--- src/i3c_target_macros.svh ---
// I3C target front end: shared widths, synchronizer depth and reset defaults
`ifndef I3C_TARGET_MACROS_SVH
`define I3C_TARGET_MACROS_SVH

// Target address, without the RnW bit
`define I3C_ADDR_W 7

// One bus byte
`define I3C_BYTE_W 8

// Bus-available time and its counter
`define I3C_TIMER_W 16

// Configuration register index
`define I3C_CFG_ADDR_W 2

`define I3C_SYNC_STAGES 2

`define I3C_T_AVAIL_RESET 100

`endif

--- src/i3c_target_pkg.sv ---
// I3C target front end: bus event, configuration and register index types
`default_nettype none

`include "i3c_target_macros.svh"

package i3c_target_pkg;

  // One cycle of detected bus conditions, each bit a single pulse
  typedef struct packed {
    logic scl_posedge;
    logic scl_negedge;
    logic start;
    logic rstart;
    logic stop;
  } bus_events_t;

  typedef struct packed {
    logic                    enable;
    logic [`I3C_ADDR_W-1:0]  sta_addr;
    logic [`I3C_ADDR_W-1:0]  dyn_addr;
    logic                    dyn_addr_valid;
    logic [`I3C_TIMER_W-1:0] t_bus_available;
  } target_cfg_t;

  typedef enum logic [`I3C_CFG_ADDR_W-1:0] {
    CfgCtrl    = 2'd0,
    CfgStaAddr = 2'd1,
    CfgDynAddr = 2'd2,
    CfgTAvail  = 2'd3
  } cfg_reg_e;

endpackage

`default_nettype wire

--- src/bus_monitor.sv ---
// I3C bus monitor: SCL/SDA synchronizer and START, repeated START and STOP detection
`timescale 1ns/1ps
`default_nettype none

`include "i3c_target_macros.svh"

module bus_monitor
  import i3c_target_pkg::*;
(
  input  logic        clk_i,
  input  logic        rst_ni,
  input  target_cfg_t cfg_i,
  input  logic        scl_i,
  input  logic        sda_i,
  output bus_events_t events_o
);

  logic [`I3C_SYNC_STAGES-1:0] scl_sync_q;
  logic [`I3C_SYNC_STAGES-1:0] sda_sync_q;
  logic                        scl_s;
  logic                        sda_s;
  logic                        scl_prev_q;
  logic                        sda_prev_q;
  logic                        scl_high;
  logic                        sda_fall;
  logic                        sda_rise;
  logic                        open_q;
  bus_events_t                 events_d;
  bus_events_t                 events_q;

  assign scl_s = scl_sync_q[`I3C_SYNC_STAGES-1];
  assign sda_s = sda_sync_q[`I3C_SYNC_STAGES-1];

  // Conditions on SDA only count with SCL high in both samples
  assign scl_high = scl_prev_q & scl_s;
  assign sda_fall = sda_prev_q & ~sda_s;
  assign sda_rise = ~sda_prev_q & sda_s;

  always_comb begin
    events_d.scl_posedge = scl_s & ~scl_prev_q;
    events_d.scl_negedge = ~scl_s & scl_prev_q;
    events_d.start       = scl_high & sda_fall & ~open_q;
    events_d.rstart      = scl_high & sda_fall & open_q;
    events_d.stop        = scl_high & sda_rise;
  end

  // Idle bus lines are high, so the flops start high
  always_ff @(posedge clk_i or negedge rst_ni) begin
    if (!rst_ni) begin
      scl_sync_q <= '1;
      sda_sync_q <= '1;
      scl_prev_q <= 1'b1;
      sda_prev_q <= 1'b1;
      open_q     <= 1'b0;
      events_q   <= '0;
    end else if (!cfg_i.enable) begin
      scl_sync_q <= '1;
      sda_sync_q <= '1;
      scl_prev_q <= 1'b1;
      sda_prev_q <= 1'b1;
      open_q     <= 1'b0;
      events_q   <= '0;
    end else begin
      scl_sync_q <= {scl_sync_q[`I3C_SYNC_STAGES-2:0], scl_i};
      sda_sync_q <= {sda_sync_q[`I3C_SYNC_STAGES-2:0], sda_i};
      scl_prev_q <= scl_s;
      sda_prev_q <= sda_s;
      events_q   <= events_d;
      if (events_d.start) begin
        open_q <= 1'b1;
      end else if (events_d.stop) begin
        open_q <= 1'b0;
      end
    end
  end

  assign events_o = events_q;

endmodule

`default_nettype wire

--- src/bus_rx_flow.sv ---
// I3C byte receiver: shifts in SDA on SCL rising edges, MSB first
`timescale 1ns/1ps
`default_nettype none

`include "i3c_target_macros.svh"

module bus_rx_flow
  import i3c_target_pkg::*;
(
  input  logic                   clk_i,
  input  logic                   rst_ni,
  input  bus_events_t            events_i,
  input  logic                   sda_i,
  input  logic                   restart_i,
  output logic [`I3C_BYTE_W-1:0] byte_o,
  output logic                   byte_done_o
);

  localparam int unsigned CntW = $clog2(`I3C_BYTE_W + 1);

  logic [`I3C_SYNC_STAGES-1:0] sda_sync_q;
  logic                        sda_s;
  logic [`I3C_BYTE_W-1:0]      shift_q;
  logic [CntW-1:0]             cnt_q;
  logic                        sample;
  logic                        done_q;

  // Same depth as the monitor, so samples line up with the SCL events
  assign sda_s = sda_sync_q[`I3C_SYNC_STAGES-1];

  // ACK bit and anything after it wait for restart
  assign sample = events_i.scl_posedge && (cnt_q < CntW'(`I3C_BYTE_W));

  always_ff @(posedge clk_i or negedge rst_ni) begin
    if (!rst_ni) begin
      sda_sync_q <= '1;
      cnt_q      <= '0;
      done_q     <= 1'b0;
    end else begin
      sda_sync_q <= {sda_sync_q[`I3C_SYNC_STAGES-2:0], sda_i};
      done_q     <= sample && (cnt_q == CntW'(`I3C_BYTE_W - 1));
      if (restart_i) begin
        cnt_q <= '0;
      end else if (sample) begin
        cnt_q <= cnt_q + 1'b1;
      end
    end
  end

  always_ff @(posedge clk_i) begin
    if (sample && !restart_i) begin
      shift_q <= {shift_q[`I3C_BYTE_W-2:0], sda_s};
    end
  end

  assign byte_o      = shift_q;
  assign byte_done_o = done_q;

endmodule

`default_nettype wire

--- src/bus_timers.sv ---
// I3C bus timer: raises bus-available after a configured idle time following STOP
`timescale 1ns/1ps
`default_nettype none

`include "i3c_target_macros.svh"

module bus_timers
  import i3c_target_pkg::*;
(
  input  logic        clk_i,
  input  logic        rst_ni,
  input  target_cfg_t cfg_i,
  input  bus_events_t events_i,
  output logic        bus_available_o
);

  logic [`I3C_TIMER_W-1:0] cnt_q;
  logic                    counting_q;
  logic                    avail_q;

  always_ff @(posedge clk_i or negedge rst_ni) begin
    if (!rst_ni) begin
      cnt_q      <= '0;
      counting_q <= 1'b0;
      avail_q    <= 1'b0;
    end else if (!cfg_i.enable || events_i.start || events_i.rstart) begin
      cnt_q      <= '0;
      counting_q <= 1'b0;
      avail_q    <= 1'b0;
    end else if (events_i.stop) begin
      cnt_q      <= '0;
      counting_q <= 1'b1;
      avail_q    <= 1'b0;
    end else if (counting_q && !avail_q) begin
      // Saturate once the idle time is reached
      if (cnt_q == cfg_i.t_bus_available) begin
        avail_q <= 1'b1;
      end else begin
        cnt_q <= cnt_q + 1'b1;
      end
    end
  end

  assign bus_available_o = avail_q;

endmodule

`default_nettype wire

--- src/i3c_target_top.sv ---
// I3C target front end top level: configuration block and bus logic
`timescale 1ns/1ps
`default_nettype none

`include "i3c_target_macros.svh"

module i3c_target_top
  import i3c_target_pkg::*;
(
  input  logic                    clk_i,
  input  logic                    rst_ni,
  input  logic                    scl_i,
  input  logic                    sda_i,
  output logic                    sda_o,
  input  logic                    cfg_we_i,
  input  cfg_reg_e                cfg_addr_i,
  input  logic [`I3C_TIMER_W-1:0] cfg_wdata_i,
  input  logic                    rx_queue_full_i,
  output logic                    rx_valid_o,
  output logic [`I3C_BYTE_W-1:0]  rx_data_o,
  output logic                    rx_done_o,
  output logic                    bus_start_o,
  output logic                    bus_rstart_o,
  output logic                    bus_stop_o,
  output logic [`I3C_BYTE_W-1:0]  bus_addr_o,
  output logic                    bus_addr_valid_o,
  output logic                    bus_available_o
);

  target_cfg_t            cfg;
  bus_events_t            events;
  logic [`I3C_BYTE_W-1:0] rx_byte;
  logic                   rx_byte_done;
  logic                   rx_restart;

  target_cfg_regs i_target_cfg_regs (
    .clk_i,
    .rst_ni,
    .cfg_we_i,
    .cfg_addr_i,
    .cfg_wdata_i,
    .cfg_o       (cfg)
  );

  bus_monitor i_bus_monitor (
    .clk_i,
    .rst_ni,
    .cfg_i    (cfg),
    .scl_i,
    .sda_i,
    .events_o (events)
  );

  bus_timers i_bus_timers (
    .clk_i,
    .rst_ni,
    .cfg_i           (cfg),
    .events_i        (events),
    .bus_available_o
  );

  bus_rx_flow i_bus_rx_flow (
    .clk_i,
    .rst_ni,
    .events_i    (events),
    .sda_i,
    .restart_i   (rx_restart),
    .byte_o      (rx_byte),
    .byte_done_o (rx_byte_done)
  );

  target_fsm i_target_fsm (
    .clk_i,
    .rst_ni,
    .cfg_i            (cfg),
    .events_i         (events),
    .byte_i           (rx_byte),
    .byte_done_i      (rx_byte_done),
    .rx_queue_full_i,
    .rx_restart_o     (rx_restart),
    .sda_o,
    .rx_valid_o,
    .rx_data_o,
    .rx_done_o,
    .bus_addr_o,
    .bus_addr_valid_o
  );

  // Bus conditions straight from the monitor
  assign bus_start_o  = events.start;
  assign bus_rstart_o = events.rstart;
  assign bus_stop_o   = events.stop;

endmodule

`default_nettype wire

--- src/target_cfg_regs.sv ---
// Configuration registers of the I3C target, written through a strobe port
`timescale 1ns/1ps
`default_nettype none

`include "i3c_target_macros.svh"

module target_cfg_regs
  import i3c_target_pkg::*;
(
  input  logic                    clk_i,
  input  logic                    rst_ni,
  input  logic                    cfg_we_i,
  input  cfg_reg_e                cfg_addr_i,
  input  logic [`I3C_TIMER_W-1:0] cfg_wdata_i,
  output target_cfg_t             cfg_o
);

  target_cfg_t cfg_q;

  always_ff @(posedge clk_i or negedge rst_ni) begin
    if (!rst_ni) begin
      cfg_q.enable          <= 1'b0;
      cfg_q.sta_addr        <= '0;
      cfg_q.dyn_addr        <= '0;
      cfg_q.dyn_addr_valid  <= 1'b0;
      cfg_q.t_bus_available <= `I3C_TIMER_W'(`I3C_T_AVAIL_RESET);
    end else if (cfg_we_i) begin
      unique case (cfg_addr_i)
        CfgCtrl: begin
          cfg_q.enable <= cfg_wdata_i[0];
        end
        CfgStaAddr: begin
          cfg_q.sta_addr <= cfg_wdata_i[`I3C_ADDR_W-1:0];
        end
        // Valid flag sits just above the address bits
        CfgDynAddr: begin
          cfg_q.dyn_addr       <= cfg_wdata_i[`I3C_ADDR_W-1:0];
          cfg_q.dyn_addr_valid <= cfg_wdata_i[`I3C_ADDR_W];
        end
        CfgTAvail: begin
          cfg_q.t_bus_available <= cfg_wdata_i;
        end
        default: begin
          cfg_q <= cfg_q;
        end
      endcase
    end
  end

  assign cfg_o = cfg_q;

endmodule

`default_nettype wire

--- src/target_fsm.sv ---
// I3C target FSM: address match, ACK/NACK on SDA, write data push and completion
`timescale 1ns/1ps
`default_nettype none

`include "i3c_target_macros.svh"

module target_fsm
  import i3c_target_pkg::*;
(
  input  logic                   clk_i,
  input  logic                   rst_ni,
  input  target_cfg_t            cfg_i,
  input  bus_events_t            events_i,
  input  logic [`I3C_BYTE_W-1:0] byte_i,
  input  logic                   byte_done_i,
  input  logic                   rx_queue_full_i,
  output logic                   rx_restart_o,
  output logic                   sda_o,
  output logic                   rx_valid_o,
  output logic [`I3C_BYTE_W-1:0] rx_data_o,
  output logic                   rx_done_o,
  output logic [`I3C_BYTE_W-1:0] bus_addr_o,
  output logic                   bus_addr_valid_o
);

  typedef enum logic [2:0] {Idle, Addr, AddrAck, Data, DataAck, Ignore} state_e;

  state_e                 state_q, state_d;
  logic                   ack_q, ack_d;
  logic                   ack_bit_q, ack_bit_d;
  logic                   sda_q, sda_d;
  logic                   accepted_q, accepted_d;
  logic                   rx_valid_q, rx_valid_d;
  logic                   rx_done_q, rx_done_d;
  logic                   addr_valid_q, addr_valid_d;
  logic [`I3C_ADDR_W-1:0] own_addr;
  logic                   addr_match;
  logic [`I3C_BYTE_W-1:0] rx_data_q;
  logic [`I3C_BYTE_W-1:0] bus_addr_q;

  // Dynamic address wins once assigned; only writes are accepted
  assign own_addr   = cfg_i.dyn_addr_valid ? cfg_i.dyn_addr : cfg_i.sta_addr;
  assign addr_match = (byte_i[`I3C_BYTE_W-1:1] == own_addr) && !byte_i[0];

  always_comb begin
    state_d      = state_q;
    ack_d        = ack_q;
    ack_bit_d    = ack_bit_q;
    sda_d        = sda_q;
    accepted_d   = accepted_q;
    rx_valid_d   = 1'b0;
    rx_done_d    = 1'b0;
    addr_valid_d = 1'b0;
    rx_restart_o = 1'b0;
    unique case (state_q)
      Addr: begin
        if (byte_done_i) begin
          addr_valid_d = 1'b1;
          ack_d        = addr_match;
          ack_bit_d    = 1'b0;
          state_d      = AddrAck;
        end
      end
      Data: begin
        if (byte_done_i) begin
          ack_d      = !rx_queue_full_i;
          rx_valid_d = !rx_queue_full_i;
          accepted_d = accepted_q | !rx_queue_full_i;
          ack_bit_d  = 1'b0;
          state_d    = DataAck;
        end
      end
      // First falling edge opens the ACK bit, second one closes it
      AddrAck, DataAck: begin
        if (events_i.scl_negedge && !ack_bit_q) begin
          sda_d     = !ack_q;
          ack_bit_d = 1'b1;
        end else if (events_i.scl_negedge) begin
          sda_d        = 1'b1;
          ack_bit_d    = 1'b0;
          rx_restart_o = 1'b1;
          state_d      = (state_q == AddrAck && !ack_q) ? Ignore : Data;
        end
      end
      default: begin
        state_d = state_q;
      end
    endcase
    if (events_i.stop) begin
      state_d    = Idle;
      sda_d      = 1'b1;
      ack_bit_d  = 1'b0;
      rx_done_d  = accepted_q;
      accepted_d = 1'b0;
    end else if (events_i.start || events_i.rstart) begin
      state_d      = Addr;
      sda_d        = 1'b1;
      ack_bit_d    = 1'b0;
      rx_restart_o = 1'b1;
      if (events_i.start) begin
        accepted_d = 1'b0;
      end
    end
    if (!cfg_i.enable) begin
      state_d      = Idle;
      ack_d        = 1'b0;
      ack_bit_d    = 1'b0;
      sda_d        = 1'b1;
      accepted_d   = 1'b0;
      rx_valid_d   = 1'b0;
      rx_done_d    = 1'b0;
      addr_valid_d = 1'b0;
      rx_restart_o = 1'b1;
    end
  end

  always_ff @(posedge clk_i or negedge rst_ni) begin
    if (!rst_ni) begin
      state_q      <= Idle;
      ack_q        <= 1'b0;
      ack_bit_q    <= 1'b0;
      sda_q        <= 1'b1;
      accepted_q   <= 1'b0;
      rx_valid_q   <= 1'b0;
      rx_done_q    <= 1'b0;
      addr_valid_q <= 1'b0;
    end else begin
      state_q      <= state_d;
      ack_q        <= ack_d;
      ack_bit_q    <= ack_bit_d;
      sda_q        <= sda_d;
      accepted_q   <= accepted_d;
      rx_valid_q   <= rx_valid_d;
      rx_done_q    <= rx_done_d;
      addr_valid_q <= addr_valid_d;
    end
  end

  always_ff @(posedge clk_i) begin
    if (rx_valid_d) begin
      rx_data_q <= byte_i;
    end
    if (addr_valid_d) begin
      bus_addr_q <= byte_i;
    end
  end

  assign sda_o            = sda_q;
  assign rx_valid_o       = rx_valid_q;
  assign rx_data_o        = rx_data_q;
  assign rx_done_o        = rx_done_q;
  assign bus_addr_o       = bus_addr_q;
  assign bus_addr_valid_o = addr_valid_q;

endmodule

`default_nettype wire

--- config.mk ---
export PLATFORM = sky130hd
export DESIGN_NAME = i3c_target_top
export DESIGN_NICKNAME = d
export VERILOG_FILES = /design/src/i3c_target_pkg.sv /design/src/bus_monitor.sv /design/src/bus_rx_flow.sv /design/src/bus_timers.sv /design/src/i3c_target_top.sv /design/src/target_cfg_regs.sv /design/src/target_fsm.sv
export VERILOG_INCLUDE_DIRS = /design/src /design/src/src
export SDC_FILE = /design/constraint.sdc
export NUM_CORES = 1
export LEC_CHECK = 0
export ABC_CLOCK_PERIOD_IN_PS = 2200
export BUFFER_PORTS_ARGS = -buffer_cell sky130_fd_sc_hd__buf_2
export CELL_PAD_IN_SITES_DETAIL_PLACEMENT = 0
export CELL_PAD_IN_SITES_GLOBAL_PLACEMENT = 1
export CORE_ASPECT_RATIO = 1.4
export CORE_UTILIZATION = 40
export DETAILED_ROUTE_END_ITERATION = 10
export PLACE_DENSITY_LB_ADDON = 0.1
export RECOVER_POWER = 50
export SKIP_CTS_REPAIR_TIMING = 1
export SYNTH_ARGS = -nofsm -noshare
export SYNTH_HDL_FRONTEND = slang
export SYNTH_SLANG_ARGS = --single-unit
export TNS_END_PERCENT = 50
--- constraint.sdc ---
create_clock -name clk_i -period 2.2 [get_ports clk_i]
set_input_delay 0.33 -clock clk_i [delete_from_list [all_inputs] [get_ports clk_i]]
set_output_delay 0.33 -clock clk_i [all_outputs]
set_load 0.05 [all_outputs]
==> results.md, run 1 <==
* All-Layer GR Usage at 16.17%
* Unrepaired setup endpoints after global routing: false
* Vias at 2,811
* Vias in the first global route at 2,829
* # setup viols final at 0
* Mapped Cells at 337
* Max IR drop VDD at 0.0004491 V
* Setup TNS at 0 ns
* Total of max-cap violations at 0
* Post-synth net total at 363
* Max-slew violation count at 0
* Leak Pwr at 2.171 nW
* Sequential group share of total power at 52.2%
* Sequential element share of the synthesized area at 61.75%
* Clock-pin slew on the worst setup and hold paths at 0.07 ns
* Post-layout nets at 426
* Yosys top cell by area: dfrtp_1
* Critical path endpoint category: register
* Residual DRC at 0
* Layout cell share with drive strength beyond 1 at 29.63%
* Startpoint class of the critical path: register
* Tcrit/Tclk final at 89.06%
* Tmin final at 1.959 ns
* Fillcell total at 942
* R2R Setup Slk at 0.24 ns
* TritonRoute pass-1 iters at 4
* Number of I/O pins at 48
* Yosys Warn Count at 0
* Routed WL at 8.621 mm
* Largest net degree at the start of global routing at 41
* CTS tree: built
* Internal at 3.218 mW
* Synthesized area at 0.004393 mm^2
* Ranking of synthesized cells by area: dfrtp_1, edfxtp_1, mux2_2, dfstp_2, xnor2_1
* Outcome: complete, no violations
* Die width at 90.57 um
* # rows at 44
* First-pass GRT wire length at 14.26 mm
* CTS HTree Levels at 3
* HP Class: in -> reg
* Post-synth top area share at 38.17%
* Initial antenna violation count at 0
* Mean post-synth cell area at 13.04 um^2
* Antenna Cells at 0
* Total power at 4.289 mW
* Max Freq at 510.4 MHz
* Netlist cell types at 41
* Initial drt markers at 104
* GP Congestion at 0.8270
* Initial core utilization at 41.78%
* WHS Path Cells at 1
* Cell depth of the worst flop-to-flop path at 5
* Syn-to-layout area delta at 17.12%
* Fin. Hold Viols at 0
* Critical Path Fanout Max at 5
* Sw Ratio at 24.97%
* Critical Path RT at 2.47 ns
* Avg WL per Cell at 15.88 um
* Worst slew pin tran at 1.261 ns
* DP Wirelength at 6.367 mm
* Clock share of power at 34.1%
* GR Overflow Total at 0
* Power Dens Cells at 833.7 mW/mm^2
* Commonest cells after routing, fill and taps aside: dfrtp_1, buf_2, mux2_2
* Antenna-violating nets left at 0
* Die area at 0.01141 mm^2
* Switching Power at 1.071 mW
* Arrival time worst endpoint at 2.23 ns
* Crit Path Class: reg -> reg
* Post-Route Skew at 0.005686 ns
* TritonCTS Buffers at 9
* Clk Latency, worst-skew pair at 0.33 ns
* Root Driver: clkbuf_16
* Clock sinks at 103
* #FFs+latches synth at 103
* Core ar. at 0.01052 mm^2
* CTS Buffer Depth at 2
* Die Span Y at 126.0 um
* Relative slew margins at 15.94%
* Vias per cell at 5.177
* Port Buffers at 47
* Leading cell type in the layout, fill and taps excluded: dfrtp_1
* Combinational group share of total power at 13.7%
state kept, by name (all words and copies together) (netlist names), 2 cells and up:
name                      flops
i_target_fsm.bus_addr_o       8
i_target_cfg_regs.cfg_o      32
i_bus_rx_flow.cnt_q           4
i_bus_timers.cnt_q           16
i_bus_rx_flow.sda_sync_q      2
i_bus_monitor.events_o        5
i_target_fsm.state_q          3
i_target_fsm.rx_data_o        8
i_bus_rx_flow.byte_o          8
i_bus_monitor.scl_sync_q      2
i_bus_monitor.sda_sync_q      2
worst paths after layout:
kind                                                  startpoint                                       to
max                            i_bus_timers.cnt_q[9]$_DFFE_PN0P_       i_bus_timers.cnt_q[13]$_DFFE_PN0P_
min                                                        sda_i    i_bus_rx_flow.sda_sync_q[0]$_DFF_PN1_
max reg2reg                    i_bus_timers.cnt_q[9]$_DFFE_PN0P_       i_bus_timers.cnt_q[13]$_DFFE_PN0P_
min reg2reg                i_bus_rx_flow.sda_sync_q[0]$_DFF_PN1_    i_bus_rx_flow.sda_sync_q[1]$_DFF_PN1_
max in group asynchronous                                 rst_ni   i_target_cfg_regs.cfg_o[6]$_DFFE_PN1P_
min in group asynchronous                                 rst_ni  i_target_cfg_regs.cfg_o[26]$_DFFE_PN0P_
worst max-delay path, stage by stage (launching register included):
cell,delay (ns)
dfrtp_1,0.48
and3_1,0.25
nand3_1,0.13
or4_1,0.55
or4_1,0.41
nand2_1,0.08
synth_stat cells:
cell type  number
and3_4          1
or3_1           8
dfrtp_1        67
nor3b_1         2
and2_2          1
o211ai_1        5
ha_1            2
nor4_2          1
buf_6           3
and3b_1         1
o21ai_1         2
o31ai_1         7
nor3_2          1
nand4_2         1
nor2b_1         4
and3_1          7
a21oi_1        16
o21ai_0         6
and2_1          1
o311a_1         1
a31oi_1         1
nor3_1          4
a21boi_0        1
mux2i_1        10
mux2_2         34
or4_1          11
xnor2_1        18
nor2_1         14
dfstp_2        12
nand4_1         9
nand2b_1       10
clkbuf_1        5
nand2_1        19
o221ai_1        1
xor2_1          8
nand3b_1        2
inv_1           4
nand3_1        11
buf_4           1
a41oi_1         1
edfxtp_1       24
metal layers:
layer  share of wire (%)  vias up  GRT usage (%)
li1                    -     1356              -
met1                  43     1386          19.71
met2                  52       57          27.67
met3                 3.3       12          3.140
met4                 2.1        0          7.211
met5                   0        -              0
logic make-up (layout without fill, tap and decap cells):
family	count (synthesis)	in the layout	share of synthesized area (%)
and+or+nand+nor	108	108	14.07
muxes	44	44	10.99
DFF	103	103	61.75
adders and majority gates	2	2	0.5695
AOI/OAI and AO/OA	41	41	5.725
xor gates and xnor gates	26	26	5.184
buffers and inverters	13	81	1.709
layout make-up:
type | instances | area (um^2) | share of cell area (%)
Clock inverter | 5 | 32.53 | 0.6323
Timing Repair Buffer | 61 | 355.3 | 6.907
Clock buffer | 11 | 242.7 | 4.718
Tap cell | 138 | 172.7 | 3.356
Inverter | 4 | 15.01 | 0.2918
Multi-Input combinational cell | 221 | 1614 | 31.37
Sequential cell | 103 | 2713 | 52.72
through the flow:
step	cells	hold slack (ns)	instance area, um^2	setup WS [ns]	util (%)
3_3_place_gp	526	0.2525	4875	0.2961	46.36
6_report	543	0.09007	5145	0.2406	48.93
5_1_grt	543	0.09016	5145	0.08965	48.93
3_5_place_dp	526	0.2444	4875	0.2895	46.36
4_1_cts	542	-0.1231	5150	0.2525	48.98
2_1_floorplan	337	0.03441	4393	0.2841	-
power groups by stage:
stage	Combinational [mW]	Clock (mW)	Sequential, mW
3_3_place_gp	0.592	0	2.27
5_1_grt	0.653	1.58	2.27
2_1_floorplan	0.405	0	2.25
6_report	0.586	1.46	2.24
3_5_place_dp	0.598	0	2.28
4_1_cts	0.600	1.51	2.24
Note: power is estimated with default switching activity, not from simulation.
==> run 2, diff against run 1 <==
BUFFER_PORTS_ARGS = -buffer_cell sky130_fd_sc_hd__buf_4   (was -buffer_cell sky130_fd_sc_hd__buf_2)
==> run 2 against run 1 <==
Sequential cell count unchanged. Hold slack improved by 0.013 ns. Critical path depth unchanged. Clock skew about the same. Die area unchanged. Fmax increased by 0.68%. Highest routed layer unchanged. Final area increased by 2.4%. First-iteration DRC count increased by 11%. Setup slack improved by 0.013 ns. Critical path type unchanged. Register-to-register slack about the same. Largest power group unchanged. Total power increased by 3.6%. Final cell count decreased by 0.18%.
==> results.md, run 2 (same netlist as run 1, synthesis figures left out) <==
* Vias per cell at 5.140 (-0.71%)
* Initial core utilization at 41.78% (unchanged)
* Initial antenna violation count at 0 (unchanged)
* Worst slew pin tran at 0.9598 ns (-0.3010 ns)
* Port Buffers at 47 (unchanged)
* Max FFs per register at 32 (unchanged)
* CP cell instances: and3_4 > nand3_1 > or4_1 > or4_1 > nand2_1
* Critical path endpoint category: register
* HP Class: in -> reg
* Unrepaired setup endpoints after global routing: false
* Largest net degree at the start of global routing at 45 (+9.8%)
* Cell mode on critical path: or4_1
* Clock sinks at 103 (unchanged)
* Vias at 2,786 (-0.89%)
* CTS HTree Levels at 3 (unchanged)
* Critical Path Fanout Max at 7 (+2)
* # setup viols final at 0 (unchanged)
* Final instance area at 0.005269 mm^2 (+2.4%)
* First-pass GRT wire length at 14.53 mm (+1.9%)
* Clk Latency, worst-skew pair at 0.35 ns (+0.02 ns)
* Antenna-violating nets left at 0 (unchanged)
* Leading cell type in the layout, fill and taps excluded: dfrtp_1
* Post-layout nets at 425 (-0.23%)
* All-Layer GR Usage at 16.70% (+0.53 points)
* Final core utilization at 50.11% (+1.2 points)
* Post-Route Skew at 0.005512 ns (-0.0001739 ns)
* Die width at 90.57 um (unchanged)
* Buffer and inverter count on the worst path at 0 (unchanged)
* Max Freq at 513.8 MHz (+0.68%)
* Routed WL at 8.648 mm (+0.31%)
* Core ar. at 0.01052 mm^2 (unchanged)
* Total power at 4.443 mW (+3.6%)
* Vias in the first global route at 2,835 (+0.21%)
* Layout cell share with drive strength beyond 1 at 29.21% (-0.42 points)
* Residual DRC at 0 (unchanged)
* Clock-pin slew on the worst setup and hold paths at 0.07 ns (about the same)
* Outcome: complete, no violations
* Arrival time worst endpoint at 2.23 ns (about the same)
* Max-slew violation count at 0 (unchanged)
* Initial drt markers at 115 (+11%)
* Total of max-cap violations at 0 (unchanged)
* Tcrit/Tclk final at 88.46% (-0.60 points)
* GP Congestion at 0.7806 (-5.6%)
* Critical Path RT at 2.49 ns (+0.02 ns)
* Fin. Hold Viols at 0 (unchanged)
* Tmin final at 1.946 ns (-0.01321 ns)
* Commonest cells after routing, fill and taps aside: dfrtp_1, buf_4, mux2_2
* TritonRoute pass-1 iters at 4 (unchanged)
* Number of I/O pins at 48 (unchanged)
* Power Dens Cells at 843.2 mW/mm^2 (+1.1%)
* Max IR drop VDD at 0.0003629 V (-19%)
* Startpoint class of the critical path: register
* CTS tree: built
* TritonCTS Buffers at 9 (unchanged)
* Leak Pwr at 2.201 nW (+1.4%)
* CP peak stage delay at 0.54 ns (about the same)
* Antenna Cells at 0 (unchanged)
* Die area at 0.01141 mm^2 (unchanged)
* Placed cell area at 0.004982 mm^2 (+2.2%)
* Relative slew margins at 36.01% (+20 points)
* Setup TNS at 0 ns (unchanged)
* Fillcell total at 984 (+4.5%)
* DP Wirelength at 6.254 mm (-1.8%)
* CP top delay family: simple AND/OR/NAND/NOR gates
* # rows at 44 (unchanged)
* Avg WL per Cell at 15.96 um (+0.50%)
* Crit Path Class: reg -> reg
* Hold_ws at 0.1034 ns (+0.01338 ns)
* CTS Buffer Depth at 2 (unchanged)
* Slowest cell on crit path: or4_1
* Syn-to-layout area delta at 19.94%
* GR Overflow Total at 0 (unchanged)
* Root Driver: clkbuf_16
* Die Span Y at 126.0 um (unchanged)
==> run 2: layer usage <==
| layer | routed length [um] | part of all wire [%] | vias up | global-route usage [%] |
|---|---|---|---|---|
| met2 | 4451 | 51 | 44 | 28.03 |
| met1 | 3791 | 44 | 1380 | 21.13 |
| li1 | - | - | 1352 | - |
| met4 | 124 | 1.4 | 0 | 6.262 |
| met3 | 281 | 3.2 | 10 | 3.563 |
| met5 | 0 | 0 | - | 0 |
==> run 2: area by class of cell <==
type / instances / area [um^2] / share of cell area, %
sequential: 103 / 2713 / 51.48
multi-input combinational: 221 / 1614 / 30.63
tap: 138 / 172.7 / 3.277
clock buffer: 9 / 225.2 / 4.275
timing repair buffer: 60 / 449.2 / 8.525
inverter: 4 / 15.01 / 0.2850
clock inverter: 7 / 80.08 / 1.520
==> run 2: report_power, final <==
| group | switching, mW | internal (mW) |
|---|---|---|
| clock | 0.718 | 0.896 |
| combinational | 0.285 | 0.301 |
| sequential | 0.118 | 2.12 |
| total | 1.12 | 3.32 |
==> run 2: worst register-to-register path, delay by kind of cell, from the launching register on <==
kind          cells  cell delay (ns)
flops             1             0.49
simple gates      5             1.41
==> run 2: worst paths after layout <==
| path | slack (ns) | endpoint | startpoint | cells after the start |
|---|---|---|---|---|
| max in group asynchronous | 0.70 | i_target_fsm.sda_o$_DFFE_PN1P_ | rst_ni | 3 |
| min in group asynchronous | 0.67 | i_target_cfg_regs.cfg_o[21]$_DFFE_PN0P_ | rst_ni | 2 |
| worst max register to register | 0.25 | i_bus_timers.cnt_q[13]$_DFFE_PN0P_ | i_bus_timers.cnt_q[5]$_DFFE_PN0P_ | 5 |
| worst min-delay path | 0.10 | i_bus_rx_flow.sda_sync_q[0]$_DFF_PN1_ | sda_i | 1 |
| worst max-delay path | 0.25 | i_bus_timers.cnt_q[13]$_DFFE_PN0P_ | i_bus_timers.cnt_q[5]$_DFFE_PN0P_ | 5 |
| worst min register to register | 0.36 | i_bus_rx_flow.sda_sync_q[1]$_DFF_PN1_ | i_bus_rx_flow.sda_sync_q[0]$_DFF_PN1_ | 0 |
==> run 2: through the flow <==
stage / std cells / worst slack [ns]
final: 542 / 0.2538
after global routing: 542 / 0.1458
after CTS: 541 / 0.2520
after detailed placement: 525 / 0.2743
after global placement: 525 / 0.2982
after floorplan: 337 / 0.2841
==> run 3, diff against run 2 <==
CORE_ASPECT_RATIO = 0.8   (was 1.4)
GPL_TIMING_DRIVEN = 1   (was default)
==> run 3 against run 2 <==
Non-clock buffer count fell by 2. Final cell count did not move. Hold slack got worse by 0.0063 ns. Critical path depth did not move. Via count did not move. Sequential share of layout area rose by 0.30 points. Clock power barely moved. Final area fell by 0.57%. Fmax rose by 0.11%. Global-route usage rose by 0.13 points. Largest cell class unchanged.
==> results.md, run 3 (same netlist as run 1, synthesis figures left out) <==
* Outcome: complete, no violations
* Clk Latency, worst-skew pair at 0.34 ns (about the same)
* Post-layout nets at 423 (-0.47%)
* Tcrit/Tclk final at 88.37% (-0.097 points)
* Non-Filler Instances at 542 (unchanged)
* Inst Count DP at 526 (+0.19%)
* Antenna-violating nets left at 0 (unchanged)
* Register area at 0.002713 mm^2 (unchanged)
* Syn-to-layout area delta at 19.25%
* Max FFs per register at 32 (unchanged)
* Die area at 0.01141 mm^2 (about the same)
* Initial core utilization at 42.05% (+0.28 points)
* Final core utilization at 50.15% (about the same)
* Final instance area at 0.005239 mm^2 (-0.57%)
* PnR worst setup slack at 0.2559 ns (+0.002131 ns)
* TritonCTS Buffers at 9 (unchanged)
* Post-Route Skew at 0.003408 ns (-0.002104 ns)
* Critical path endpoint category: register
* Routed WL at 8.641 mm (about the same)
* Root Driver: clkbuf_16
* Die width at 119.2 um (+32%)
* Total of max-cap violations at 0 (unchanged)
* Slowest cell on crit path: or4_1
* Avg WL per Cell at 15.94 um (about the same)
* CP top delay family: simple AND/OR/NAND/NOR gates
* Residual DRC at 0 (unchanged)
* Vias per cell at 5.140 (unchanged)
* GP Congestion at 0.7861 (+0.70%)
* # rows at 33 (-25%)
* TritonRoute pass-1 iters at 4 (unchanged)
* Max-slew violation count at 0 (unchanged)
* CP peak stage delay at 0.54 ns (about the same)
* Vias in the first global route at 2,627 (-7.3%)
* Vias at 2,786 (unchanged)
* Leak Pwr at 2.194 nW (-0.30%)
* Hold_ws at 0.09712 ns (-0.006328 ns)
* Fin. Hold Viols at 0 (unchanged)
* Leading cell type in the layout, fill and taps excluded: dfrtp_1
* Placed cell area at 0.004965 mm^2 (-0.35%)
* Initial antenna violation count at 0 (unchanged)
* Relative slew margins at 23.21% (-13 points)
* All-Layer GR Usage at 16.83% (+0.13 points)
* Startpoint class of the critical path: register
* Total power at 4.443 mW (about the same)
* Buffer and inverter count on the worst path at 0 (unchanged)
* Layout cell share with drive strength beyond 1 at 30.35% (+1.1 points)
* HP Class: in -> reg
* Worst slew pin tran at 1.152 ns (+0.1919 ns)
* Largest net degree at the start of global routing at 47 (+4.4%)
* DP Worst Slack at 0.2848 ns (+0.01045 ns)
* Tmin final at 1.944 ns (-0.002131 ns)
* Fillcell total at 925 (-6.0%)
* Setup TNS at 0 ns (unchanged)
* Crit Path Class: reg -> reg
* Port Buffers at 47 (unchanged)
* Number of I/O pins at 48 (unchanged)
* Initial drt markers at 202 (+76%)
* Unrepaired setup endpoints after global routing: false
* GR Overflow Total at 0 (unchanged)
* Multi-input gate area at 0.001614 mm^2 (unchanged)
* Commonest cells after routing, fill and taps aside: dfrtp_1, buf_4, mux2_2
* Clock sinks at 103 (unchanged)
* CTS Buffer Depth at 2 (unchanged)
* CTS HTree Levels at 3 (unchanged)
* Die Span Y at 95.74 um (-24%)
* Max IR drop VDD at 0.0004788 V (+32%)
* CTS tree: built
* CP cell instances: and3_4 > nand4_2 > or4_1 > or3_1 > a21oi_1
* DP Wirelength at 6.048 mm (-3.3%)
* Core ar. at 0.01045 mm^2 (-0.65%)
* Antenna Cells at 0 (unchanged)
* Critical Path RT at 2.47 ns (-0.02 ns)
* Arrival time worst endpoint at 2.21 ns (-0.02 ns)
* First-pass GRT wire length at 14.28 mm (-1.7%)
* Power Dens Cells at 848.1 mW/mm^2 (+0.58%)
* Critical Path Fanout Max at 7 (unchanged)
* Max Freq at 514.4 MHz (+0.11%)
* Clock-pin slew on the worst setup and hold paths at 0.07 ns (about the same)
* # setup viols final at 0 (unchanged)
==> run 3: where the power goes <==
group          internal (mW)  total (mW)  switching (mW)
Clock                  0.893        1.61           0.720
Sequential              2.12        2.24           0.121
Combinational          0.296       0.585           0.288
==> run 3: layer usage <==
metal	global-route usage (%)	wire length, um	share of wire, %	vias up
met1	24.80	4606	53	1367
li1	-	-	-	1358
met5	0	0	0	-
met2	23.59	3598	42	55
met4	6.646	87	1.0	0
met3	4.265	349	4.0	6
==> run 3: layout make-up <==
type / count / share of cell area (%)
well taps: 140 / 3.344
clock buffers: 9 / 4.299
clock inverters: 7 / 1.481
repair buffers: 58 / 8.001
multi-input cells: 221 / 30.81
inverters: 4 / 0.2866
flip-flops and latches: 103 / 51.78
==> run 3: path summary, 6_finish.rpt <==
check,start,end,slack (ns),depth (start not counted)
worst max register to register,i_bus_timers.cnt_q[5]$_DFFE_PN0P_,i_bus_timers.cnt_q[15]$_DFFE_PN0P_,0.26,5
max in group asynchronous,rst_ni,i_bus_rx_flow.cnt_q[0]$_DFFE_PN0P_,0.57,2
worst min register to register,i_bus_rx_flow.sda_sync_q[0]$_DFF_PN1_,i_bus_rx_flow.sda_sync_q[1]$_DFF_PN1_,0.38,0
min in group asynchronous,rst_ni,i_bus_timers.cnt_q[12]$_DFFE_PN0P_,0.19,1
worst min-delay path,sda_i,i_bus_rx_flow.sda_sync_q[0]$_DFF_PN1_,0.1,1
worst max-delay path,i_bus_timers.cnt_q[5]$_DFFE_PN0P_,i_bus_timers.cnt_q[15]$_DFFE_PN0P_,0.26,5
